<file path="config.mk">
export PLATFORM = sky130hd
export DESIGN_NAME = uart_echo_top
export DESIGN_NICKNAME = d
export VERILOG_FILES = /design/src/common/uart_pkg.sv /design/src/uart/uart_fifo.sv /design/src/uart/uart_tx.sv /design/src/uart/uart_rx.sv /design/src/uart/uart_bus_regs.sv /design/src/uart/uart.sv /design/src/echo_controller.sv /design/src/uart_echo_top.sv
export VERILOG_INCLUDE_DIRS = /design/src /design/src/common
export SDC_FILE = /design/constraint.sdc
export NUM_CORES = 1
export LEC_CHECK = 0
export ABC_AREA = 1
export BUFFER_PORTS_ARGS = -buffer_cell sky130_fd_sc_hd__clkbuf_2
export CAP_MARGIN = 5
export CORE_UTILIZATION = 45
export DETAILED_ROUTE_END_ITERATION = 10
export PLACE_DENSITY = 0.62
export RECOVER_POWER = 25
export SYNTH_ARGS = -nofsm -noshare
export SYNTH_HDL_FRONTEND = slang
export SYNTH_SLANG_ARGS = --single-unit
</file>
<file path="constraint.sdc">
create_clock -name clock -period 3.35 [get_ports clock]
set_input_delay 0.67 -clock clock [delete_from_list [all_inputs] [get_ports clock]]
set_output_delay 0.67 -clock clock [all_outputs]
set_load 0.01 [all_outputs]
</file>
<file path="src/common/uart_defines.svh">
// ~~~~~~~~~~~~~~~~~~~~~~~~~~~~~~~~~~~~~~~~
// UART settings
// Divider, FIFO sizing, stop bits and
// the register map
// ~~~~~~~~~~~~~~~~~~~~~~~~~~~~~~~~~~~~~~~~

`ifndef UART_DEFINES_SVH
`define UART_DEFINES_SVH

// Clocks per bit minus one
`define UART_DIV_RESET   16
`define UART_FIFO_DEPTH  8
`define UART_COUNT_W     ($clog2(`UART_FIFO_DEPTH + 1))
// 0 is one stop bit, 1 is two
`define UART_NSTOP       1'b0

`define UART_ADDR_TXDATA 3'd0
`define UART_ADDR_RXDATA 3'd1
`define UART_ADDR_TXCTRL 3'd2
`define UART_ADDR_RXCTRL 3'd3
`define UART_ADDR_IE     3'd4
`define UART_ADDR_IP     3'd5
`define UART_ADDR_DIV    3'd6

`endif

</file>
<file path="src/common/uart_pkg.sv">
// ~~~~~~~~~~~~~~~~~~~~~~~~~~~~~~~~~~~~~~~~
// UART echo types
// Data, bus and counter vectors plus the
// echo controller states
// ~~~~~~~~~~~~~~~~~~~~~~~~~~~~~~~~~~~~~~~~

`default_nettype none

package uart_pkg;

  typedef logic [7:0]  uart_byte_t;
  typedef logic [31:0] uart_word_t;
  typedef logic [2:0]  uart_addr_t;
  typedef logic [15:0] uart_div_t;
  // Watermark level
  typedef logic [2:0]  uart_cnt_t;

  typedef enum logic [2:0] {
    idle            = 3'd0,
    conf_rx_ctrl    = 3'd1,
    conf_tx_ctrl    = 3'd2,
    conf_int_en     = 3'd3,
    wait_rx_pending = 3'd4,
    reading         = 3'd5,
    writing         = 3'd6
  } echo_state_t;

endpackage

`default_nettype wire

</file>
<file path="src/uart/uart_fifo.sv">
// ~~~~~~~~~~~~~~~~~~~~~~~~~~~~~~~~~~~~~~~~
// UART byte FIFO
// Circular buffer with level and flags
// ~~~~~~~~~~~~~~~~~~~~~~~~~~~~~~~~~~~~~~~~

`timescale 1ns/100ps
`default_nettype none

module uart_fifo #(
  parameter int DEPTH = 8
) (
  input  wire                        clock,
  input  wire                        reset,
  input  wire                        push,
  input  wire uart_pkg::uart_byte_t  push_data,
  input  wire                        pop,
  output uart_pkg::uart_byte_t       pop_data,
  output logic [$clog2(DEPTH+1)-1:0] count,
  output logic                       full,
  output logic                       empty
);
  import uart_pkg::*;

  localparam int PTR_W = $clog2(DEPTH);

  uart_byte_t       mem [DEPTH];
  logic [PTR_W-1:0] wr_ptr;
  logic [PTR_W-1:0] rd_ptr;
  logic             do_push;
  logic             do_pop;

  assign full     = (count == DEPTH);
  assign empty    = (count == 0);
  assign do_pop   = pop && !empty;
  // A full FIFO still takes a push when it pops in the same cycle
  assign do_push  = push && (!full || do_pop);
  assign pop_data = mem[rd_ptr];

  always_ff @(posedge clock) begin
    if (do_push) mem[wr_ptr] <= push_data;
  end

  always_ff @(posedge clock or posedge reset) begin
    if (reset) begin
      wr_ptr <= '0;
      rd_ptr <= '0;
      count  <= '0;
    end else begin
      if (do_push) wr_ptr <= (wr_ptr == PTR_W'(DEPTH - 1)) ? '0 : wr_ptr + 1'b1;
      if (do_pop) rd_ptr <= (rd_ptr == PTR_W'(DEPTH - 1)) ? '0 : rd_ptr + 1'b1;
      if (do_push && !do_pop) count <= count + 1'b1;
      else if (do_pop && !do_push) count <= count - 1'b1;
    end
  end

endmodule

`default_nettype wire

</file>
<file path="src/uart/uart_tx.sv">
// ~~~~~~~~~~~~~~~~~~~~~~~~~~~~~~~~~~~~~~~~
// UART transmitter
// Sends 8N1 or 8N2 frames from the FIFO
// ~~~~~~~~~~~~~~~~~~~~~~~~~~~~~~~~~~~~~~~~

`timescale 1ns/100ps
`default_nettype none

module uart_tx (
  input  wire                       clock,
  input  wire                       reset,
  input  wire                       enable,
  input  wire                       nstop,
  input  wire uart_pkg::uart_div_t  div,
  input  wire                       fifo_empty,
  input  wire uart_pkg::uart_byte_t fifo_data,
  output logic                      fifo_pop,
  output logic                      txd
);
  import uart_pkg::*;

  uart_div_t   div_cnt;
  logic [3:0]  bits_left;
  // Stop bits, data LSB first, start bit at the bottom
  logic [10:0] shreg;
  logic        busy;

  assign fifo_pop = enable && !busy && !fifo_empty;
  assign txd      = shreg[0];

  always_ff @(posedge clock or posedge reset) begin
    if (reset) begin
      div_cnt   <= '0;
      bits_left <= '0;
      shreg     <= '1;
      busy      <= 1'b0;
    end else if (fifo_pop) begin
      busy      <= 1'b1;
      div_cnt   <= '0;
      bits_left <= nstop ? 4'd11 : 4'd10;
      shreg     <= {2'b11, fifo_data, 1'b0};
    end else if (busy) begin
      if (div_cnt == div) begin
        div_cnt   <= '0;
        // Line idles high once everything is shifted out
        shreg     <= {1'b1, shreg[10:1]};
        bits_left <= bits_left - 1'b1;
        if (bits_left == 4'd1) busy <= 1'b0;
      end else begin
        div_cnt <= div_cnt + 1'b1;
      end
    end
  end

endmodule

`default_nettype wire

</file>
<file path="src/uart/uart_rx.sv">
// ~~~~~~~~~~~~~~~~~~~~~~~~~~~~~~~~~~~~~~~~
// UART receiver
// Mid-bit sampling with a stop bit check
// ~~~~~~~~~~~~~~~~~~~~~~~~~~~~~~~~~~~~~~~~

`timescale 1ns/100ps
`default_nettype none

module uart_rx (
  input  wire                      clock,
  input  wire                      reset,
  input  wire                      enable,
  input  wire uart_pkg::uart_div_t div,
  input  wire                      rxd,
  output logic                     rx_valid,
  output uart_pkg::uart_byte_t     rx_byte
);
  import uart_pkg::*;

  uart_div_t  div_cnt;
  // 0 start, 1 to 8 data, 9 stop
  logic [3:0] bit_idx;
  logic       busy;
  logic       rxd_meta;
  logic       rxd_sync;
  logic       rxd_prev;
  logic       sample;
  logic       bit_end;

  assign sample  = busy && (div_cnt == (div >> 1));
  assign bit_end = busy && (div_cnt == div);

  always_ff @(posedge clock or posedge reset) begin
    if (reset) begin
      rxd_meta <= 1'b1;
      rxd_sync <= 1'b1;
      rxd_prev <= 1'b1;
      busy     <= 1'b0;
      div_cnt  <= '0;
      bit_idx  <= '0;
      rx_valid <= 1'b0;
    end else begin
      rxd_meta <= rxd;
      rxd_sync <= rxd_meta;
      rxd_prev <= rxd_sync;
      rx_valid <= 1'b0;
      if (!busy) begin
        // Falling edge opens a frame
        if (enable && rxd_prev && !rxd_sync) begin
          busy    <= 1'b1;
          div_cnt <= '0;
          bit_idx <= '0;
        end
      end else begin
        if (bit_end) begin
          div_cnt <= '0;
          bit_idx <= bit_idx + 1'b1;
        end else begin
          div_cnt <= div_cnt + 1'b1;
        end
        if (sample) begin
          if (bit_idx == 4'd0 && rxd_sync) begin
            // Glitch, not a real start bit
            busy <= 1'b0;
          end else if (bit_idx == 4'd9) begin
            rx_valid <= rxd_sync;
            busy     <= 1'b0;
          end
        end
      end
    end
  end

  always_ff @(posedge clock) begin
    if (sample && bit_idx >= 4'd1 && bit_idx <= 4'd8) rx_byte <= {rxd_sync, rx_byte[7:1]};
  end

endmodule

`default_nettype wire

</file>
<file path="src/uart/uart_bus_regs.sv">
// ~~~~~~~~~~~~~~~~~~~~~~~~~~~~~~~~~~~~~~~~
// UART register block
// Bus slave for control, interrupt and
// FIFO data registers
// ~~~~~~~~~~~~~~~~~~~~~~~~~~~~~~~~~~~~~~~~

`timescale 1ns/100ps
`default_nettype none

`include "uart_defines.svh"

module uart_bus_regs (
  input  wire                          clock,
  input  wire                          reset,
  input  wire                          cyc,
  input  wire                          stb,
  input  wire                          we,
  input  wire uart_pkg::uart_addr_t    addr,
  input  wire uart_pkg::uart_word_t    wr_data,
  output uart_pkg::uart_word_t         rd_data,
  output logic                         ack,
  output logic                         irq,
  output logic                         tx_push,
  output uart_pkg::uart_byte_t         tx_push_data,
  input  wire                          tx_full,
  input  wire [`UART_COUNT_W-1:0]      tx_count,
  output logic                         rx_pop,
  input  wire uart_pkg::uart_byte_t    rx_data,
  input  wire                          rx_empty,
  input  wire [`UART_COUNT_W-1:0]      rx_count,
  output logic                         tx_en,
  output logic                         rx_en,
  output logic                         nstop,
  output uart_pkg::uart_div_t          div
);
  import uart_pkg::*;

  typedef logic [`UART_COUNT_W-1:0] count_t;

  logic       access;
  uart_cnt_t  tx_wm;
  uart_cnt_t  rx_wm;
  // Bit 0 txwm, bit 1 rxwm
  logic [1:0] ie;
  logic [1:0] ip;
  uart_word_t rd_mux;

  // First cycle of a request; ack follows one cycle later
  assign access = cyc && stb && !ack;

  assign div          = uart_div_t'(`UART_DIV_RESET);
  assign tx_push      = access && we && (addr == `UART_ADDR_TXDATA);
  assign tx_push_data = wr_data[7:0];
  assign rx_pop       = access && !we && (addr == `UART_ADDR_RXDATA) && !rx_empty;

  assign ip[0] = tx_count < count_t'(tx_wm);
  assign ip[1] = rx_count > count_t'(rx_wm);
  assign irq   = |(ip & ie);

  always_comb begin
    rd_mux = '0;
    case (addr)
      `UART_ADDR_TXDATA: rd_mux[31] = tx_full;
      `UART_ADDR_RXDATA: rd_mux = {rx_empty, 23'd0, rx_data};
      `UART_ADDR_TXCTRL: rd_mux = {13'd0, tx_wm, 14'd0, nstop, tx_en};
      `UART_ADDR_RXCTRL: rd_mux = {13'd0, rx_wm, 15'd0, rx_en};
      `UART_ADDR_IE:     rd_mux[1:0] = ie;
      `UART_ADDR_IP:     rd_mux[1:0] = ip;
      `UART_ADDR_DIV:    rd_mux[15:0] = div;
      default:           rd_mux = '0;
    endcase
  end

  always_ff @(posedge clock or posedge reset) begin
    if (reset) begin
      ack   <= 1'b0;
      tx_en <= 1'b0;
      nstop <= 1'b0;
      tx_wm <= '0;
      rx_en <= 1'b0;
      rx_wm <= '0;
      ie    <= '0;
    end else begin
      ack <= access;
      if (access && we) begin
        case (addr)
          `UART_ADDR_TXCTRL: begin
            tx_en <= wr_data[0];
            nstop <= wr_data[1];
            tx_wm <= wr_data[18:16];
          end
          `UART_ADDR_RXCTRL: begin
            rx_en <= wr_data[0];
            rx_wm <= wr_data[18:16];
          end
          `UART_ADDR_IE: ie <= wr_data[1:0];
          default: ie <= ie;
        endcase
      end
    end
  end

  // Read data lands with the ack
  always_ff @(posedge clock) begin
    if (access && !we) rd_data <= rd_mux;
  end

endmodule

`default_nettype wire

</file>
<file path="src/uart/uart.sv">
// ~~~~~~~~~~~~~~~~~~~~~~~~~~~~~~~~~~~~~~~~
// UART
// Registers, FIFOs and serial engines
// ~~~~~~~~~~~~~~~~~~~~~~~~~~~~~~~~~~~~~~~~

`timescale 1ns/100ps
`default_nettype none

`include "uart_defines.svh"

module uart (
  input  wire                       clock,
  input  wire                       reset,
  input  wire                       cyc,
  input  wire                       stb,
  input  wire                       we,
  input  wire uart_pkg::uart_addr_t addr,
  input  wire uart_pkg::uart_word_t wr_data,
  input  wire                       rxd,
  output uart_pkg::uart_word_t      rd_data,
  output logic                      ack,
  output logic                      irq,
  output logic                      txd
);
  import uart_pkg::*;

  logic                     tx_push;
  uart_byte_t               tx_push_data;
  logic                     tx_pop;
  uart_byte_t               tx_pop_data;
  logic [`UART_COUNT_W-1:0] tx_count;
  logic                     tx_full;
  logic                     tx_empty;
  logic                     rx_valid;
  uart_byte_t               rx_byte;
  logic                     rx_pop;
  uart_byte_t               rx_pop_data;
  logic [`UART_COUNT_W-1:0] rx_count;
  logic                     rx_empty;
  logic                     tx_en;
  logic                     rx_en;
  logic                     nstop;
  uart_div_t                div;

  uart_bus_regs u_regs (
    .clock        (clock),
    .reset        (reset),
    .cyc          (cyc),
    .stb          (stb),
    .we           (we),
    .addr         (addr),
    .wr_data      (wr_data),
    .rd_data      (rd_data),
    .ack          (ack),
    .irq          (irq),
    .tx_push      (tx_push),
    .tx_push_data (tx_push_data),
    .tx_full      (tx_full),
    .tx_count     (tx_count),
    .rx_pop       (rx_pop),
    .rx_data      (rx_pop_data),
    .rx_empty     (rx_empty),
    .rx_count     (rx_count),
    .tx_en        (tx_en),
    .rx_en        (rx_en),
    .nstop        (nstop),
    .div          (div)
  );

  uart_fifo #(
    .DEPTH (`UART_FIFO_DEPTH)
  ) u_tx_fifo (
    .clock     (clock),
    .reset     (reset),
    .push      (tx_push),
    .push_data (tx_push_data),
    .pop       (tx_pop),
    .pop_data  (tx_pop_data),
    .count     (tx_count),
    .full      (tx_full),
    .empty     (tx_empty)
  );

  // Received bytes go straight in, dropped when full
  uart_fifo #(
    .DEPTH (`UART_FIFO_DEPTH)
  ) u_rx_fifo (
    .clock     (clock),
    .reset     (reset),
    .push      (rx_valid),
    .push_data (rx_byte),
    .pop       (rx_pop),
    .pop_data  (rx_pop_data),
    .count     (rx_count),
    .full      (),
    .empty     (rx_empty)
  );

  uart_tx u_tx (
    .clock      (clock),
    .reset      (reset),
    .enable     (tx_en),
    .nstop      (nstop),
    .div        (div),
    .fifo_empty (tx_empty),
    .fifo_data  (tx_pop_data),
    .fifo_pop   (tx_pop),
    .txd        (txd)
  );

  uart_rx u_rx (
    .clock    (clock),
    .reset    (reset),
    .enable   (rx_en),
    .div      (div),
    .rxd      (rxd),
    .rx_valid (rx_valid),
    .rx_byte  (rx_byte)
  );

endmodule

`default_nettype wire

</file>
<file path="src/echo_controller.sv">
// ~~~~~~~~~~~~~~~~~~~~~~~~~~~~~~~~~~~~~~~~
// Echo controller
// Sets up the UART over the bus, then
// writes back every received byte
// ~~~~~~~~~~~~~~~~~~~~~~~~~~~~~~~~~~~~~~~~

`timescale 1ns/100ps
`default_nettype none

`include "uart_defines.svh"

module echo_controller (
  input  wire                       clock,
  input  wire                       reset,
  input  wire                       ack,
  input  wire                       irq,
  input  wire uart_pkg::uart_word_t rd_data,
  output logic                      cyc,
  output logic                      stb,
  output logic                      we,
  output uart_pkg::uart_addr_t      addr,
  output uart_pkg::uart_word_t      wr_data
);
  import uart_pkg::*;

  echo_state_t state;
  echo_state_t next_state;
  uart_byte_t  echo_byte;

  always_ff @(posedge clock or posedge reset) begin
    if (reset) state <= idle;
    else state <= next_state;
  end

  always_ff @(posedge clock) begin
    if (state == reading && ack) echo_byte <= rd_data[7:0];
  end

  always_comb begin
    next_state = state;
    cyc        = 1'b0;
    stb        = 1'b0;
    we         = 1'b0;
    addr       = '0;
    wr_data    = '0;
    case (state)
      idle: next_state = conf_rx_ctrl;
      conf_rx_ctrl: begin
        {cyc, stb, we} = 3'b111;
        addr           = `UART_ADDR_RXCTRL;
        wr_data[0]     = 1'b1;
        wr_data[18:16] = 3'd0;
        if (ack) next_state = conf_tx_ctrl;
      end
      conf_tx_ctrl: begin
        {cyc, stb, we} = 3'b111;
        addr           = `UART_ADDR_TXCTRL;
        wr_data[0]     = 1'b1;
        wr_data[1]     = `UART_NSTOP;
        wr_data[18:16] = 3'd2;
        if (ack) next_state = conf_int_en;
      end
      conf_int_en: begin
        {cyc, stb, we} = 3'b111;
        addr           = `UART_ADDR_IE;
        // Receive watermark only
        wr_data[1]     = 1'b1;
        if (ack) next_state = wait_rx_pending;
      end
      wait_rx_pending: begin
        if (irq) next_state = reading;
      end
      reading: begin
        {cyc, stb} = 2'b11;
        addr       = `UART_ADDR_RXDATA;
        if (ack) next_state = writing;
      end
      writing: begin
        {cyc, stb, we} = 3'b111;
        addr           = `UART_ADDR_TXDATA;
        wr_data[7:0]   = echo_byte;
        if (ack) next_state = wait_rx_pending;
      end
      default: next_state = idle;
    endcase
  end

endmodule

`default_nettype wire

</file>
<file path="src/uart_echo_top.sv">
// ~~~~~~~~~~~~~~~~~~~~~~~~~~~~~~~~~~~~~~~~
// UART echo top
// Echo controller driving the UART bus
// ~~~~~~~~~~~~~~~~~~~~~~~~~~~~~~~~~~~~~~~~

`timescale 1ns/100ps
`default_nettype none

module uart_echo_top (
  input  wire  clock,
  input  wire  reset,
  input  wire  rxd,
  output logic txd
);
  import uart_pkg::*;

  wire             cyc;
  wire             stb;
  wire             we;
  wire uart_addr_t addr;
  wire uart_word_t wr_data;
  wire uart_word_t rd_data;
  wire             ack;
  wire             irq;

  echo_controller u_ctrl (
    .clock   (clock),
    .reset   (reset),
    .ack     (ack),
    .irq     (irq),
    .rd_data (rd_data),
    .cyc     (cyc),
    .stb     (stb),
    .we      (we),
    .addr    (addr),
    .wr_data (wr_data)
  );

  uart u_uart (
    .clock   (clock),
    .reset   (reset),
    .cyc     (cyc),
    .stb     (stb),
    .we      (we),
    .addr    (addr),
    .wr_data (wr_data),
    .rxd     (rxd),
    .rd_data (rd_data),
    .ack     (ack),
    .irq     (irq),
    .txd     (txd)
  );

endmodule

`default_nettype wire

</file>
# Word-level counts from Yosys, hierarchy flattened
# Memory sizes are Yosys's and may differ from the RTL's.
# Cells that the tools add are included.
[totals] regBits=116 mem_bits_rw=128 inputBits=3 out_inout_bits=1 wordCells=191 n_memories=2
[mem_list] name="u_uart.u_rx_fifo.mem" words=8 width=8 read_ports=1 rd_clocked_by_memory_dff=0 wr=1 line="uart_fifo.sv:26" text="uart_byte_t mem [DEPTH];"
[mem_list] name="u_uart.u_tx_fifo.mem" words=8 width=8 read_ports=1 rd_clocked_by_memory_dff=0 wr=1 line="uart_fifo.sv:26"
[classes] add_sub_neg=12 magnitude_cmp=4 eq_ne=29 muxes=56 n_bitwise=1 n_reduce_logical=59
[op_table] cell="$mux 16" count=6
[op_table] cell="$mux 4" count=10
[op_table] cell="$mux 11" count=3
[op_table] cell="$add 16x1->16 const B" count=2
[op_table] cell="$eq 16x5->1 const B" count=2
[op_table] cell="$eq 3x3->1 const B" count=10
[op_table] cell="$mux 3" count=9
[op_table] cell="$logic_and 1x1->1" count=24
[op_table] cell="$mux 1" count=20
[op_table] cell="$pmux 3 s6" count=1
[op_table] cell="$eq 16x4->1 const B" count=1
[op_table] cell="$add 3x1->3 const B" count=4
[op_table] cell="$add 4x1->4 const B" count=3
[op_table] cell="$eq 3x2->1 const B" count=4
[op_table] cell="$eq 4x4->1 const B" count=3
[op_table] cell="$logic_not 1->1" count=12
[op_table] cell="$logic_not 4->1" count=3
[op_table] cell="$pmux 3 s4" count=1
[op_table] cell="$pmux 6 s2" count=1
[op_table] cell="$sub 4x1->4 const B" count=3
[op_table] cell="$ne 2x1->1 const B" count=5
[op_table] cell="$pmux 2 s5" count=1
[op_table] cell="$reduce_and 2->1" count=5
[op_table] cell="$reduce_bool 2->1" count=5
[op_table] cell="other kinds (17)" count=23

# Logic depth before layout (Yosys ltp)
# Gate-level depths: netlist of the first run.
[logic_depth] ltp_word=14 mapped_depth=15 mapped_depth_nobuf=15

# Cells and area by module
# From an unflattened synthesis of the first run, not the netlist that was laid out.
[hier_totals] cells_unflattened=1565 hier_area_um2=13309.0
[modules_own_cells] mod="uart_fifo (u_uart.u_rx_fifo)" n_inst=1 cells_each=371 area_per_inst_um2=3460.8 seq_area_each_um2=2172.1
[modules_own_cells] mod="uart_fifo (u_uart.u_tx_fifo)" n_inst=1 cells_each=305 area_per_inst_um2=3294.4 seq_area_each_um2=2172.1
[modules_own_cells] mod="uart_rx" n_inst=1 cells_each=312 area_per_inst_um2=2152.1 seq_area_each_um2=869.6
[modules_own_cells] mod="uart_tx" n_inst=1 cells_each=296 area_per_inst_um2=2000.7 seq_area_each_um2=762.0
[modules_own_cells] mod="uart_bus_regs" n_inst=1 cells_each=193 area_per_inst_um2=1644.1 seq_area_each_um2=660.6
[modules_own_cells] mod="echo_controller" n_inst=1 cells_each=88 area_per_inst_um2=757.0 seq_area_each_um2=315.3

# Worst setup path before layout of the first run
# OpenSTA, ideal clock, no wires.
[synth_path] kind="reg2reg" start="reg u_ctrl.state[1]" end="reg u_uart.u_rx_fifo.count[3]" setup_time_ns=0.121 t_arrival_ns=2.297 required_time_ns=3.229 slack_ns=0.932 path_stages_with_launch=15 path_buffers=0 synth_period_minus_slack_ns=2.418 path_cell_list="dfrtp_1 nor2_4 nand2_4 nor2_8 nand2_4 a21oi_4 ha_1 inv_1 ha_1 a21oi_1 nand2_1 a21oi_1 o21ai_0 nand2_1 nand2_1"
[synth_between] elab_chain_len=13 word_cells_on_any_way=25 cone_classes="6 x eq/ne; 4 x mux; 15 x reduce/logical"
[synth_lines] item="start: declaration" line="echo_controller.sv:26" text="echo_state_t state;"
[synth_lines] item="start signal: assignment" line="echo_controller.sv:31" text="if (reset) state <= idle;"
[synth_lines] item="start signal: assignment" line="echo_controller.sv:32" text="else state <= next_state;"
[synth_lines] item="$eq 3x1->1 (tied with other cells)" line="echo_controller.sv:46" text="case (state)"
[synth_lines] item="$reduce_or 5->1 (no source line) or $reduce_or 4->1 (tied branches)"
[synth_lines] item="$mux 1" line="echo_controller.sv:46"
[synth_lines] item="$logic_and 1x1->1 or $logic_not 1->1 (tied branches)" line="uart_bus_regs.sv:49, uart_bus_regs.sv:54"
[synth_lines] item="$logic_and 1x1->1" line="uart_bus_regs.sv:54" text="assign rx_pop = access && !we && (addr == `UART_ADDR_RXDATA) && !rx_empty;"
[synth_lines] item="$logic_and 1x1->1 * (2 in a row)" line="uart_bus_regs.sv:54"
[synth_lines] item="$logic_and 1x1->1 *" line="uart_fifo.sv:34" text="assign do_pop = pop && !empty;"
[synth_lines] item="$logic_or 1x1->1 *" line="uart_fifo.sv:36" text="assign do_push = push && (!full || do_pop);"
[synth_lines] item="$logic_and 1x1->1 *" line="uart_fifo.sv:36"
[synth_lines] item="named net u_uart.u_rx_fifo.do_push" line="uart_fifo.sv:29" text="logic do_push;"
[synth_lines] item="$logic_not 1->1" line="uart_fifo.sv:52" text="else if (do_pop && !do_push) count <= count - 1'b1;"
[synth_lines] item="$logic_and 1x1->1" line="uart_fifo.sv:52"
[synth_lines] item="$reduce_bool 2->1 (no source line)"
[synth_lines] item="end signal: assignment" line="uart_fifo.sv:51" text="if (do_push && !do_pop) count <= count + 1'b1;"
[synth_lines] item="end signal: assignment" line="uart_fifo.sv:52"
[synth_lines] item="end: declaration" line="uart_fifo.sv:18" text="output logic [$clog2(DEPTH+1)-1:0] count,"
# Mark *: on every way through the listed nets, which the timed path passes. The rest lies on a longest branch.
# A chain may end at the register's enable or synchronous reset.

# Worst setup path in the final report of the first run
[layout_path] start="reg u_ctrl.state[0]" end="reg u_uart.u_rx_fifo.count[3]"
# Same word-level chain as after synthesis.

==> run summary, run 1 <==
The total number of vias is 7,574. The part of the total power dissipated in sequential elements is 52.7%. The initial antenna violation count came out at 0. The maximum number of pins on one net before global-route repair came out at 52. The number of setup violations in the final report came out at 0. Final hold analysis gives a worst-case slack of 216.6 ps. Summed over all nets, the switching power comes to 0.001476 W.

Relative to the synthesized area, the layout overhead comes to 10.40%. The routed length per instance came out at 14.96 um. The effective utilization at floorplan came out at 46.41%. The warning count from the yosys run is 0. Of all cell types, the one taking the most synthesized area is edfxtp_1. The number of antenna-violating nets in the routed design came out at 0.

For this run, asynchronously set or reset flops after synthesis account for 36.13%. The worst slew margin relative to its limit came out at -11.44%. The master of the slowest instance on the critical path is dfrtp_1. The floorplan has 56 rows. The slack of the worst reg-to-reg path is 580 ps. The tree is rooted in a clkbuf_16.

The final reports fail on capacitance limit, slew limit. The count of H-tree levels built during CTS came out at 1. STA classifies the critical path endpoint as a register.

The clock power share came out at 41.3%. The number of search-and-repair iterations in the first detailed-routing pass came out at 7. The areal power density over the cells is 516.3 mW/mm^2. The remaining global-route overflow came out at 0. The worst hold path begins at rxd. STA classifies the critical path startpoint as a register. The internal power of the cells totals 0.004789 W. The flow ran to the end, but the final reports show violations. Clock-pin slew was measured on the worst setup and hold paths at 60 ps. Derived from the worst setup path, the maximum achievable clock frequency is 0.3606 GHz.

At the pin with the least slew margin, the transition time is 1662 ps. The worst register-to-register path ends at u_uart.u_rx_fifo.count[3]. The post-cts hold buffer count came out at 0. Counting every net in the synthesized netlist gives 1,176. The clock drives 238 sinks. Net switching is 23.56% of the power. Sequential elements use 61.24% of the synthesized area.

By area the synthesized netlist is led by edfxtp_1 42%, dfrtp_1 17%, nand2_1 10%. The gate count after technology mapping is 1,147. The reg-to-reg critical path startpoint is u_ctrl.state[0]. The instance count along the most critical hold path is 1. The portion of the clock cycle consumed by the worst path in the final layout came out at 82.78%. For this run, the slowest stage of the critical path takes 440 ps. The netlist area before placement came out at 0.01099 sq mm. The remaining routing DRC violations came out at 0.

The maximum fanout count along the critical path came out at 10. The detailed router's first-iteration violation count came out at 542. The number of diodes is 0.

The number of buffers inserted during clock tree synthesis is 25. Dividing the synthesized area by the synthesized cell count gives 9.583 sq um. The via count of the first global-routing pass came out at 7,155.

The portion of synthesized cell area occupied by the leading cell type is 41.53%. The critical path data required time is 3770 ps. The number of synthesized register bits is 238. The post-route netlist has 6.797% of its cells at a drive strength greater than 1. The final number of max-transition violations came out at 37. TritonCTS built the clock tree. The port buffer count came out at 3. In this design, the critical path's most frequently occurring cell is nand2_1. The die width came out at 158.3 um. IR analysis of the VDD net gives a maximum drop of 0.0004383 V. The type of the most critical hold path is in -> reg.

The relative contribution of combinational cells to total power came out at 6.0%. Setup repair after global routing left no endpoint under its margin. By startpoint and endpoint, the worst setup path is classified as reg -> reg. The worst hold path terminates at u_uart.u_rx.rxd_meta. The count of boundary I/O pins is 4. The commonest cells after synthesis are 293 x nand2_1, 152 x edfxtp_1, 134 x inv_1, 120 x nand3_1, 108 x nor2_1.

The final number of hold-violating endpoints was 0. The length in cells of the worst reg-to-reg path is 15. The total track usage came out at 18.74%. The final core area utilization came out at 51.24%. On the final layout, the worst clock skew is 14.99 ps.

The area of the die came out at 0.02506 sq mm. The detail-routed via count per cell came out at 5.063. The area of the core is 0.02368 sq mm. The total of max-cap violations is 1. The total setup buffers inserted after CTS came out at 0. The critical path goes through inv_2 > nor2_4 > nand2_4 > nor2_8 > nand2_4 > a21oi_4 > ha_1 > inv_1 > ha_1 > a21oi_1 > nand2_1 > a21oi_1 > o21ai_0 > nand2_1 > nand2_1.

The arrival time of the worst setup path came out at 3190 ps. The most instantiated library cell after synthesis is nand2_1. The aggregate negative setup slack is 0 ps. The count of nets after finishing is 1,187. Clock latency on the worst-skew pair, taken at its later pin, is 540 ps. The total wire length came out at 22,380 um. The first global-routing pass estimated 36,710 um of wire. The number of enable flip-flop cells after synthesis is 152.

The clock period minus worst slack is 2773 ps. The post-cts sizing count is 0. The number of different library cells in the post-synthesis netlist came out at 37. The static leakage is 5.110 nW.

The final weighted congestion in routability-driven placement is 0.8815. The primary flip-flop cell chosen by synthesis mapping is edfxtp_1. The sum of net half-perimeters after detailed placement is 14,680 um.

The height of the chip is 158.3 um. The buffer levels on the longest clock path came out at 3.
## registers in the layout, summed over array words and instances (netlist names), 2 cells and up
| signal | count |
|---|---|
| u_uart.u_tx_fifo.wr_ptr | 3 |
| u_uart.u_rx.rx_byte | 8 |
| u_uart.u_rx.bit_idx | 4 |
| u_uart.u_rx_fifo.count | 4 |
| u_ctrl.echo_byte | 8 |
| u_uart.u_rx_fifo.rd_ptr | 3 |
| u_uart.u_tx.bits_left | 4 |
| u_uart.u_regs.ie | 2 |
| u_uart.u_regs.rd_data | 8 |
| u_uart.u_rx_fifo.mem | 64 |
| u_ctrl.state | 3 |
| u_uart.u_tx_fifo.mem | 64 |
| u_uart.u_tx.shreg | 9 |
| u_uart.u_tx_fifo.rd_ptr | 3 |
| u_uart.u_tx_fifo.count | 4 |
| u_uart.u_rx.div_cnt | 16 |
| u_uart.u_rx_fifo.wr_ptr | 3 |
| u_uart.u_tx.div_cnt | 16 |
## worst max-delay path, delay by kind of cell, from the launching register on
family          cells  cell delay [ps]
compound gates      4              720
flops               1              440
simple gates        7              780
buf+inv             2              180
fa+ha+maj           2              530
## cells by family after synthesis
| kind of cell | synth area share (%) |
|---|---|
| compound gates | 5.270 |
| xor+xnor | 1.355 |
| fa+ha+maj | 3.096 |
| buf+inv | 6.124 |
| flops | 61.24 |
| simple gates | 22.91 |
## layout by cell type (no fill, tap or decap), types with 2 or more instances in the layout
cell       count
nand2_4        4
o22ai_1        8
nand3_1      120
edfxtp_1     152
nand2_1      293
inv_1        133
a21oi_1       21
nor2_1       108
nand2_2        2
fa_1           2
or2_2          5
nor3_1        16
xnor2_1        8
clkbuf_2       3
clkbuf_16     25
clkinv_1      13
ha_1          24
xor2_1         9
dfstp_2       11
o211ai_1       3
buf_4         15
o21ai_0       67
o31ai_1        3
dfrtp_1       74
nand4_1       31
clkinv_2       6
clkbuf_1       5
## how the worst max path moves through the flow
stage / from / to / slack [ps] / cells after the start
5_1_grt: u_ctrl.state[0] / u_uart.u_rx_fifo.count[3] / 310 / 15
2_1_floorplan: reset / u_ctrl.state[0] / 480 / 1
4_1_cts: u_ctrl.state[0] / u_uart.u_rx_fifo.count[3] / 570 / 15
6_report: u_ctrl.state[0] / u_uart.u_rx_fifo.count[3] / 580 / 15
3_5_place_dp: u_ctrl.state[0] / u_uart.u_rx_fifo.count[3] / 590 / 15
3_3_place_gp: u_ctrl.state[1] / u_uart.u_rx_fifo.count[3] / 770 / 14
## layout make-up
type                            instances  area (sq um)
Inverter                              140         526.8
Multi-Input combinational cell        734          3587
Clock inverter                         17         118.9
Timing Repair Buffer                   19         131.4
Fill cell                            2206         11550
Clock buffer                           29         640.6
Sequential cell                       238          6731
Tap cell                              319         399.1
## metrics by stage
step | instance area (sq um) | total power [W] | cells | setup slack (ps)
after floorplan | 10990 | 0.003628 | 1147 | 478.0
after global placement | 11390 | 0.003736 | 1450 | 769.3
after detailed placement | 11390 | 0.003744 | 1450 | 591.6
after CTS | 12150 | 0.006322 | 1496 | 568.9
after global routing | 12140 | 0.006502 | 1496 | 305.8
final | 12140 | 0.006265 | 1496 | 576.7
## power by group through the flow
stage                     combinational, W  clock [W]  sequential [W]
final                             0.000377    0.00259         0.00330
after global placement            0.000377          0         0.00336
after detailed placement          0.000384          0         0.00336
after floorplan                   0.000308          0         0.00332
after global routing              0.000443    0.00274         0.00331
after CTS                         0.000386    0.00263         0.00330
## layer usage
layer | track usage (%) | up-vias | wire length (um)
li1 | - | 3833 | -
met1 | 25.52 | 3570 | 10330
met2 | 30.58 | 123 | 10460
met3 | 2.450 | 48 | 838
met4 | 7.143 | 0 | 747
met5 | 0 | - | 0
No activity file was read; power rests on OpenSTA's default activity.
==> inputs of run 2 (changes only) <==
--- a/config.mk
+++ b/config.mk
@@ -11,7 +11,7 @@
 export CAP_MARGIN = 5
 export CORE_UTILIZATION = 45
 export DETAILED_ROUTE_END_ITERATION = 10
-export PLACE_DENSITY = 0.62
+export PLACE_DENSITY = 0.64
 export RECOVER_POWER = 25
 export SYNTH_ARGS = -nofsm -noshare
 export SYNTH_HDL_FRONTEND = slang
==> constraint.sdc (replaced) <==
create_clock -name clock -period 2.49 [get_ports clock]
set_input_delay 0.498 -clock clock [delete_from_list [all_inputs] [get_ports clock]]
set_output_delay 0.498 -clock clock [all_outputs]
set_load 0.01 [all_outputs]
==> run 2 against run 1 <==
Count of clock-buffer cells in the layout up 14. Combinational power up 38%. Utilization up 1.3 points. Clock skew up 6.4 ps. Final cell count up 1.7%. Critical path depth down 3. Non-clock buffer count up 24. First-iteration DRC count up 7.2%. Register-to-register slack worse by 440 ps. The run still ends with capacitance limit, slew limit left. Clock power up 47%.
==> run summary, run 2 (synthesis results as in run 1) <==
The setup slack after layout is 138.2 ps. STA puts the critical path data required time at 2910 ps. The repair_antennas step left the layout with diodes totalling 0. The commonest non-fill, non-tap cell in the layout is nand2_1.

The final design area excluding fillers came out at 0.01244 sq mm. For this run, the detailed router's first-pass iteration total came to 7. The sum of net half-perimeters after detailed placement came out at 14,020 um.

The number of sinks driven by the clock tree came out at 238. The number of buffers inserted during clock tree synthesis came out at 26. The path class of the tightest hold or removal check is in -> reg. In this run the tool buffered the top-level ports with 3 buffer cells.

The total of max-cap violations came out at 1. The routed design has 21,500 um of wire. The critical path class is reg -> reg.

The final reports fail on capacitance limit, slew limit. The height of the chip came out at 158.3 um. The number of setup violations in the final report came out at 0. The areal power density over the cells is 705.0 mW/mm^2. TritonCTS built the clock tree. The endpoint type of the worst setup path is a register. The routed length per instance is 14.12 um. Clock tree synthesis selected as its root buffer the cell clkbuf_16.

Subtracting the final worst setup slack from the clock period gives 2352 ps. The number of rows in the core area is 56. CTS built an H-tree with a depth of 1. The total number of vias came out at 7,709. The filler cell count came out at 2,143. The final number of hold-violating endpoints came out at 0. The remaining routing DRC violations is 0. The achievable clock frequency came out at 0.4252 GHz. Global routing consumed, over all layers together, 18.25% of the routing resources.

The detailed router's first-iteration violation count came out at 581. The region available for standard cell placement spans 0.02368 sq mm. The worst slew margin relative to its limit came out at -26.08%. At the worst endpoint, the arrival time is 2770 ps. The portion of the clock cycle consumed by the worst path in the final layout is 94.45%. The longest clock path from root to sink contains 3 buffers.

In the final layout, the registers with the most flip-flops are u_uart.u_rx_fifo.mem: 64 flops, u_uart.u_tx_fifo.mem: 64 flops. The post-placement setup slack came out at 105.5 ps. The final weighted congestion in routability-driven placement came out at 0.8462. The later pin in the worst-skew pair is clocked with a latency of 540 ps. The count of boundary I/O pins is 4. The initial antenna violation count came out at 0. The number of antenna-violating nets in the routed design is 0. Along the worst hold path, the cell count comes to 1. The remaining global-route overflow is 0.

The maximum VDD drop came out at 0.0005766 V. The count of nets after finishing is 1,212. The share of layout cells above drive strength 1 came out at 9.310%. The initial utilization of the core area, before any placement, comes to 46.41%. The overall power after layout came out at 0.008773 W.

The run finished, with violations left. The kind of launch point of the worst setup path is a register. Summed over all cells, the static leakage comes to 5.277 nW.

The transition time of the tightest slew-check pin is 1891 ps. The aggregate negative setup slack came out at 0 ps. The final number of max-transition violations came to 87. Along the worst path, the maximum fanout reaches 6. The via count of the first global-routing pass is 7,453. The placed standard-cell area came out at 0.01156 sq mm. For the final database, setup skew stands at 21.34 ps. The die is 158.3 um wide. The detail-routed via count per cell came out at 5.065. The maximum number of pins on one net before global-route repair came out at 87. The length in cells of the worst reg-to-reg path came out at 12. The first-pass GRT wire length came out at 36,440 um. The die covers 0.02506 sq mm. Leaving out fill and tap cells, the most frequent cells in the layout are 293 x nand2_1, 152 x edfxtp_1, 133 x inv_1, 120 x nand3_1, 107 x nor2_1. After clock tree synthesis, the flow added hold-fix buffers numbering 0.

The layout overhead on the synthesized area came out at 13.22%. After clock tree synthesis, the clock-pin slew on the worst setup and hold paths is 60 ps.
==> run 2: cell type report <==
class                           instances  area (sq um)  area share, %
Sequential cell                       238          6734          54.11
Multi-Input combinational cell        734          3593          28.88
Clock buffer                           43         810.8          6.515
Inverter                              140         529.3          4.253
Tap cell                              319         399.1          3.207
Timing Repair Buffer                   43         315.3          2.534
Clock inverter                          5         62.56         0.5027
==> run 2: path summary, 6_finish.rpt <==
check	from	to	slack, ps
worst max-delay path	u_uart.u_rx_fifo.count[0]	u_uart.u_rx_fifo.count[3]	140
max in group asynchronous	reset	u_ctrl.state[1]	560
min in group asynchronous	reset	u_uart.u_rx.div_cnt[11]	670
worst min-delay path	rxd	u_uart.u_rx.rxd_meta	40
worst min register to register	u_uart.u_rx.rxd_meta	u_uart.u_rx.rxd_sync	360
worst max register to register	u_uart.u_rx_fifo.count[0]	u_uart.u_rx_fifo.count[3]	140
==> run 2: worst max-delay path: stages, from the launching register on <==
cell and delay, ps:
dfrtp_1 440, nor4_1 320, buf_4 180, a21oi_4 50, ha_1 190, inv_1 160, ha_1 300, a21oi_1 150
nand2_1 110, a21oi_2 150, o21ai_0 90, nand2_1 60, nand2_1 40
==> run 2: where the power goes <==
group / internal (W) / switching (W)
clock: 0.00232 / 0.00149
sequential: 0.00431 / 0.000134
combinational: 0.000189 / 0.000331
==> run 2: timing repair <==
action                                 CTS  global route
resized for setup                        0             5
setup endpoints to repair                0             3
endpoints found under the hold margin    0             0
setup buffers                            0             2
==> run 2: stage by stage <==
stage / hold slack [ps] / std cells / util (%)
CTS: 22.27 / 1520 / 52.50
detailed placement: 349.4 / 1472 / 48.81
global route: 17.24 / 1522 / 52.55
floorplan: 345.2 / 1147 / -
global placement: 347.9 / 1472 / 48.81
finish: 44.72 / 1522 / 52.55
==> run 2: per-layer routing <==
layer,share of wire [%],vias to the layer above,track usage [%]
met5,0,-,0
met2,47,140,30.30
met3,4.3,31,2.858
met4,1.9,0,4.991
li1,-,3884,-
met1,47,3654,24.86
==> inputs of run 3 (changes only) <==
--- a/config.mk
+++ b/config.mk
@@ -10,6 +10,7 @@
 export BUFFER_PORTS_ARGS = -buffer_cell sky130_fd_sc_hd__clkbuf_2
 export CAP_MARGIN = 5
 export CORE_UTILIZATION = 45
+export CTS_BUF_LIST = sky130_fd_sc_hd__clkbuf_4 sky130_fd_sc_hd__clkbuf_8
 export DETAILED_ROUTE_END_ITERATION = 10
 export PLACE_DENSITY = 0.64
 export RECOVER_POWER = 25
==> run 3 against run 2 <==
The run still ends with capacitance limit, slew limit left. First-iteration DRC count decreased by 15%. Wire length increased by 0.79%. Cell area decreased by 0.72%. Via count increased by 0.96%. Final cell count increased by 1.6%. Utilization decreased by 0.38 points. Global-route usage increased by 0.27 points. Register-to-register slack improved by 50 ps. Clock power decreased by 12%. Largest power group unchanged.
==> run summary, run 3 (synthesis results as in run 1) <==
The type of the most critical hold path is reg -> reg. The number of antenna-violating nets in the routed design is 0. The highest-utilization routing layer at the global route stage is met2. The number of setup violations in the final report came out at 0.

The area of the core came out at 0.02368 sq mm. The kind of launch point of the worst setup path is a register. The achievable clock frequency came out at 0.4335 GHz. TritonCTS built the clock tree.

The detail-routed via count per cell came out at 5.034. The final weighted congestion in routability-driven placement is 0.8462. The total wire length is 21,670 um.

The die covers 0.02506 sq mm. For hold timing, the worst endpoint is u_uart.u_rx.rxd_sync. The endpoint type of the worst setup path is a register. The number of rows in the core area came out at 56. The endpoint identified for the worst register-to-register timing path is u_uart.u_rx_fifo.count[3].

The share of layout cells above drive strength 1 came out at 10.92%. The number of buffers inserted during clock tree synthesis came out at 40. The static leakage came out at 5.269 nW. The slack of the worst reg-to-reg path came out at 180 ps. Power spread over the standard cell area amounts to 671.8 mW/mm^2. For met1 alone, demand over resource in global routing was 24.93%. The sum of net half-perimeters after detailed placement came out at 14,020 um. 4 I/O pins were placed.

The final core area utilization came out at 52.17%. The remaining routing DRC violations came out at 0. The fraction of power spent switching nets is 24.33%. The arrival time of the worst setup path is 2740 ps.

The total of max-cap violations came out at 1. The transition time of the tightest slew-check pin came out at 1873 ps. Input and output buffers added on the ports amount to 3.

The initial antenna violation count was 0. The count of H-tree levels built during CTS came out at 2. The clock power share came out at 40.2%.

The clock passes through at most 3 buffers. From synthesis to final layout, the design area changed by 12.40%. Setup repair after global routing left no endpoint under its margin. The setup path with the least slack is of type reg -> reg. The buffer cell driving the clock tree root is clkbuf_8. The maximum number of pins on one net before global-route repair came out at 87. The count of nets after finishing came out at 1,227. IR analysis of the VDD net gives a maximum drop of 0.0004437 V. In this run, the number of DRC markers left after iteration 0 of detailed routing was 495.

The met2 usage is 29.76%. The worst register-to-register path begins at u_ctrl.state[1]. The final number of hold-violating endpoints came out at 0.

The height of the chip is 158.3 um. Tracing the worst setup path back leads to its startpoint at u_ctrl.state[1]. The worst path in the final design needs a cycle of 2307 ps, including I/O delays and setup. Along the worst path, the maximum fanout reaches 7.

The total track usage is 18.53%. The number of sinks driven by the clock tree came out at 238. The critical path data required time is 2920 ps. The critical hold path startpoint is u_uart.u_rx.rxd_meta. The part of the total power dissipated in sequential elements is 53.5%. The die is 158.3 um wide. The via count of the first global-routing pass is 7,532.

The first global-routing pass estimated 36,560 um of wire. The total number of vias came out at 7,783. The routed length per instance is 14.01 um. The clock skew after layout came out at 26.75 ps.

In the final layout, the registers with the most flip-flops are u_uart.u_rx_fifo.mem: 64 flops, u_uart.u_tx_fifo.mem: 64 flops. Clock-pin slew was measured on the worst setup and hold paths at 60 ps. The relative contribution of combinational cells to total power is 6.3%.

The run finished, with violations left. The worst hold path was traced through 0 stages. The aggregate negative setup slack came out at 0 ps. The effective utilization at floorplan came out at 46.41%. In the layout the commonest cells are 293 x nand2_1, 152 x edfxtp_1, 132 x inv_1, 120 x nand3_1, 107 x nor2_1. The number of diodes is 0.

The clock latency reported for the late side of the worst-skew pair came out at 560 ps. The commonest non-fill, non-tap cell in the layout is nand2_1. The worst slew margin relative to its limit came out at -24.83%. After global routing the overflow that remains totals 0. The switching power is 0.002019 W.

The internal power contribution came out at 0.006281 W. After layout, the worst path uses 92.63% of the clock period. The length in cells of the worst reg-to-reg path is 14. The checks that failed: capacitance limit, slew limit. The final number of max-transition violations came out at 87.

The met3 routing resource usage after global routing came out at 3.484%. The number of search-and-repair iterations in the first detailed-routing pass came out at 5.
-- run 3: changes by cell type in the layout (fill, tap and decap cells not counted), sizes merged --
cell and delta:
bufinv -1, clkbuf +10, clkinv +13, clkinvlp -1, dlygate4sd3 +1, inv +2
-- run 3: worst max path at each step --
stage	end	slack (ps)	cells after the start
after floorplan	u_uart.u_rx_fifo.count[3]	70	14
after global placement	u_uart.u_tx_fifo.count[3]	200	14
after detailed placement	u_uart.u_tx_fifo.count[3]	110	14
after CTS	u_uart.u_tx_fifo.count[3]	90	14
after global routing	u_uart.u_tx_fifo.count[3]	10	14
final	u_uart.u_rx_fifo.count[3]	180	14
-- run 3: power by group through the flow --
stage          clock, W  combinational, W  sequential, W
2_1_floorplan         0          0.000414        0.00447
3_3_place_gp          0          0.000508        0.00451
3_5_place_dp          0          0.000530        0.00452
4_1_cts         0.00343          0.000530        0.00444
5_1_grt         0.00360          0.000610        0.00446
6_report        0.00334          0.000519        0.00444
-- run 3: final cells by class --
class / instances / area [sq um]
Clock buffer: 53 / 673.1
Clock inverter: 18 / 103.9
Fill cell: 2162 / 11330
Inverter: 140 / 529.3
Multi-Input combinational cell: 734 / 3590
Sequential cell: 238 / 6734
Tap cell: 319 / 399.1
Timing Repair Buffer: 44 / 325.3
-- run 3: metrics by stage --
step / setup slack, ps / power [W] / instances / hold WS, ps / instance area (sq um)
finish: 183.4 / 0.008300 / 1546 / 362.0 / 12350
global route: 12.39 / 0.008672 / 1546 / 370.4 / 12350
CTS: 85.88 / 0.008406 / 1543 / 0.8399 / 12340
detailed placement: 105.5 / 0.005050 / 1472 / 349.4 / 11560
floorplan: 71.95 / 0.004881 / 1147 / 345.2 / 11000
global placement: 201.2 / 0.005019 / 1472 / 347.9 / 11560
-- run 3: worst max-delay path, cell delays in order, from the launching register on --
cell	delay, ps
dfrtp_2	450
nor2_4	170
nand2_4	80
nor2_8	100
nand2_4	70
a21oi_4	150
ha_1	170
inv_2	60
ha_1	310
a21oi_1	140
nand2_1	100
a21oi_1	170
o21ai_0	100
nand2_1	60
nand2_1	40
-- run 3: routing by layer --
metal | wire length (um) | vias to the layer above
met3 | 1035 | 47
met5 | 0 | -
li1 | - | 3915
met1 | 10010 | 3667
met4 | 495 | 0
met2 | 10120 | 154
-- run 3: what timing repair did --
item                                    in CTS  in global routing
endpoints found under the setup margin       0                  2
hold endpoints to repair                     0                  1
gates resized for setup                      0                  5
hold buffers                                 0                  1
buffers inserted                             0                  2
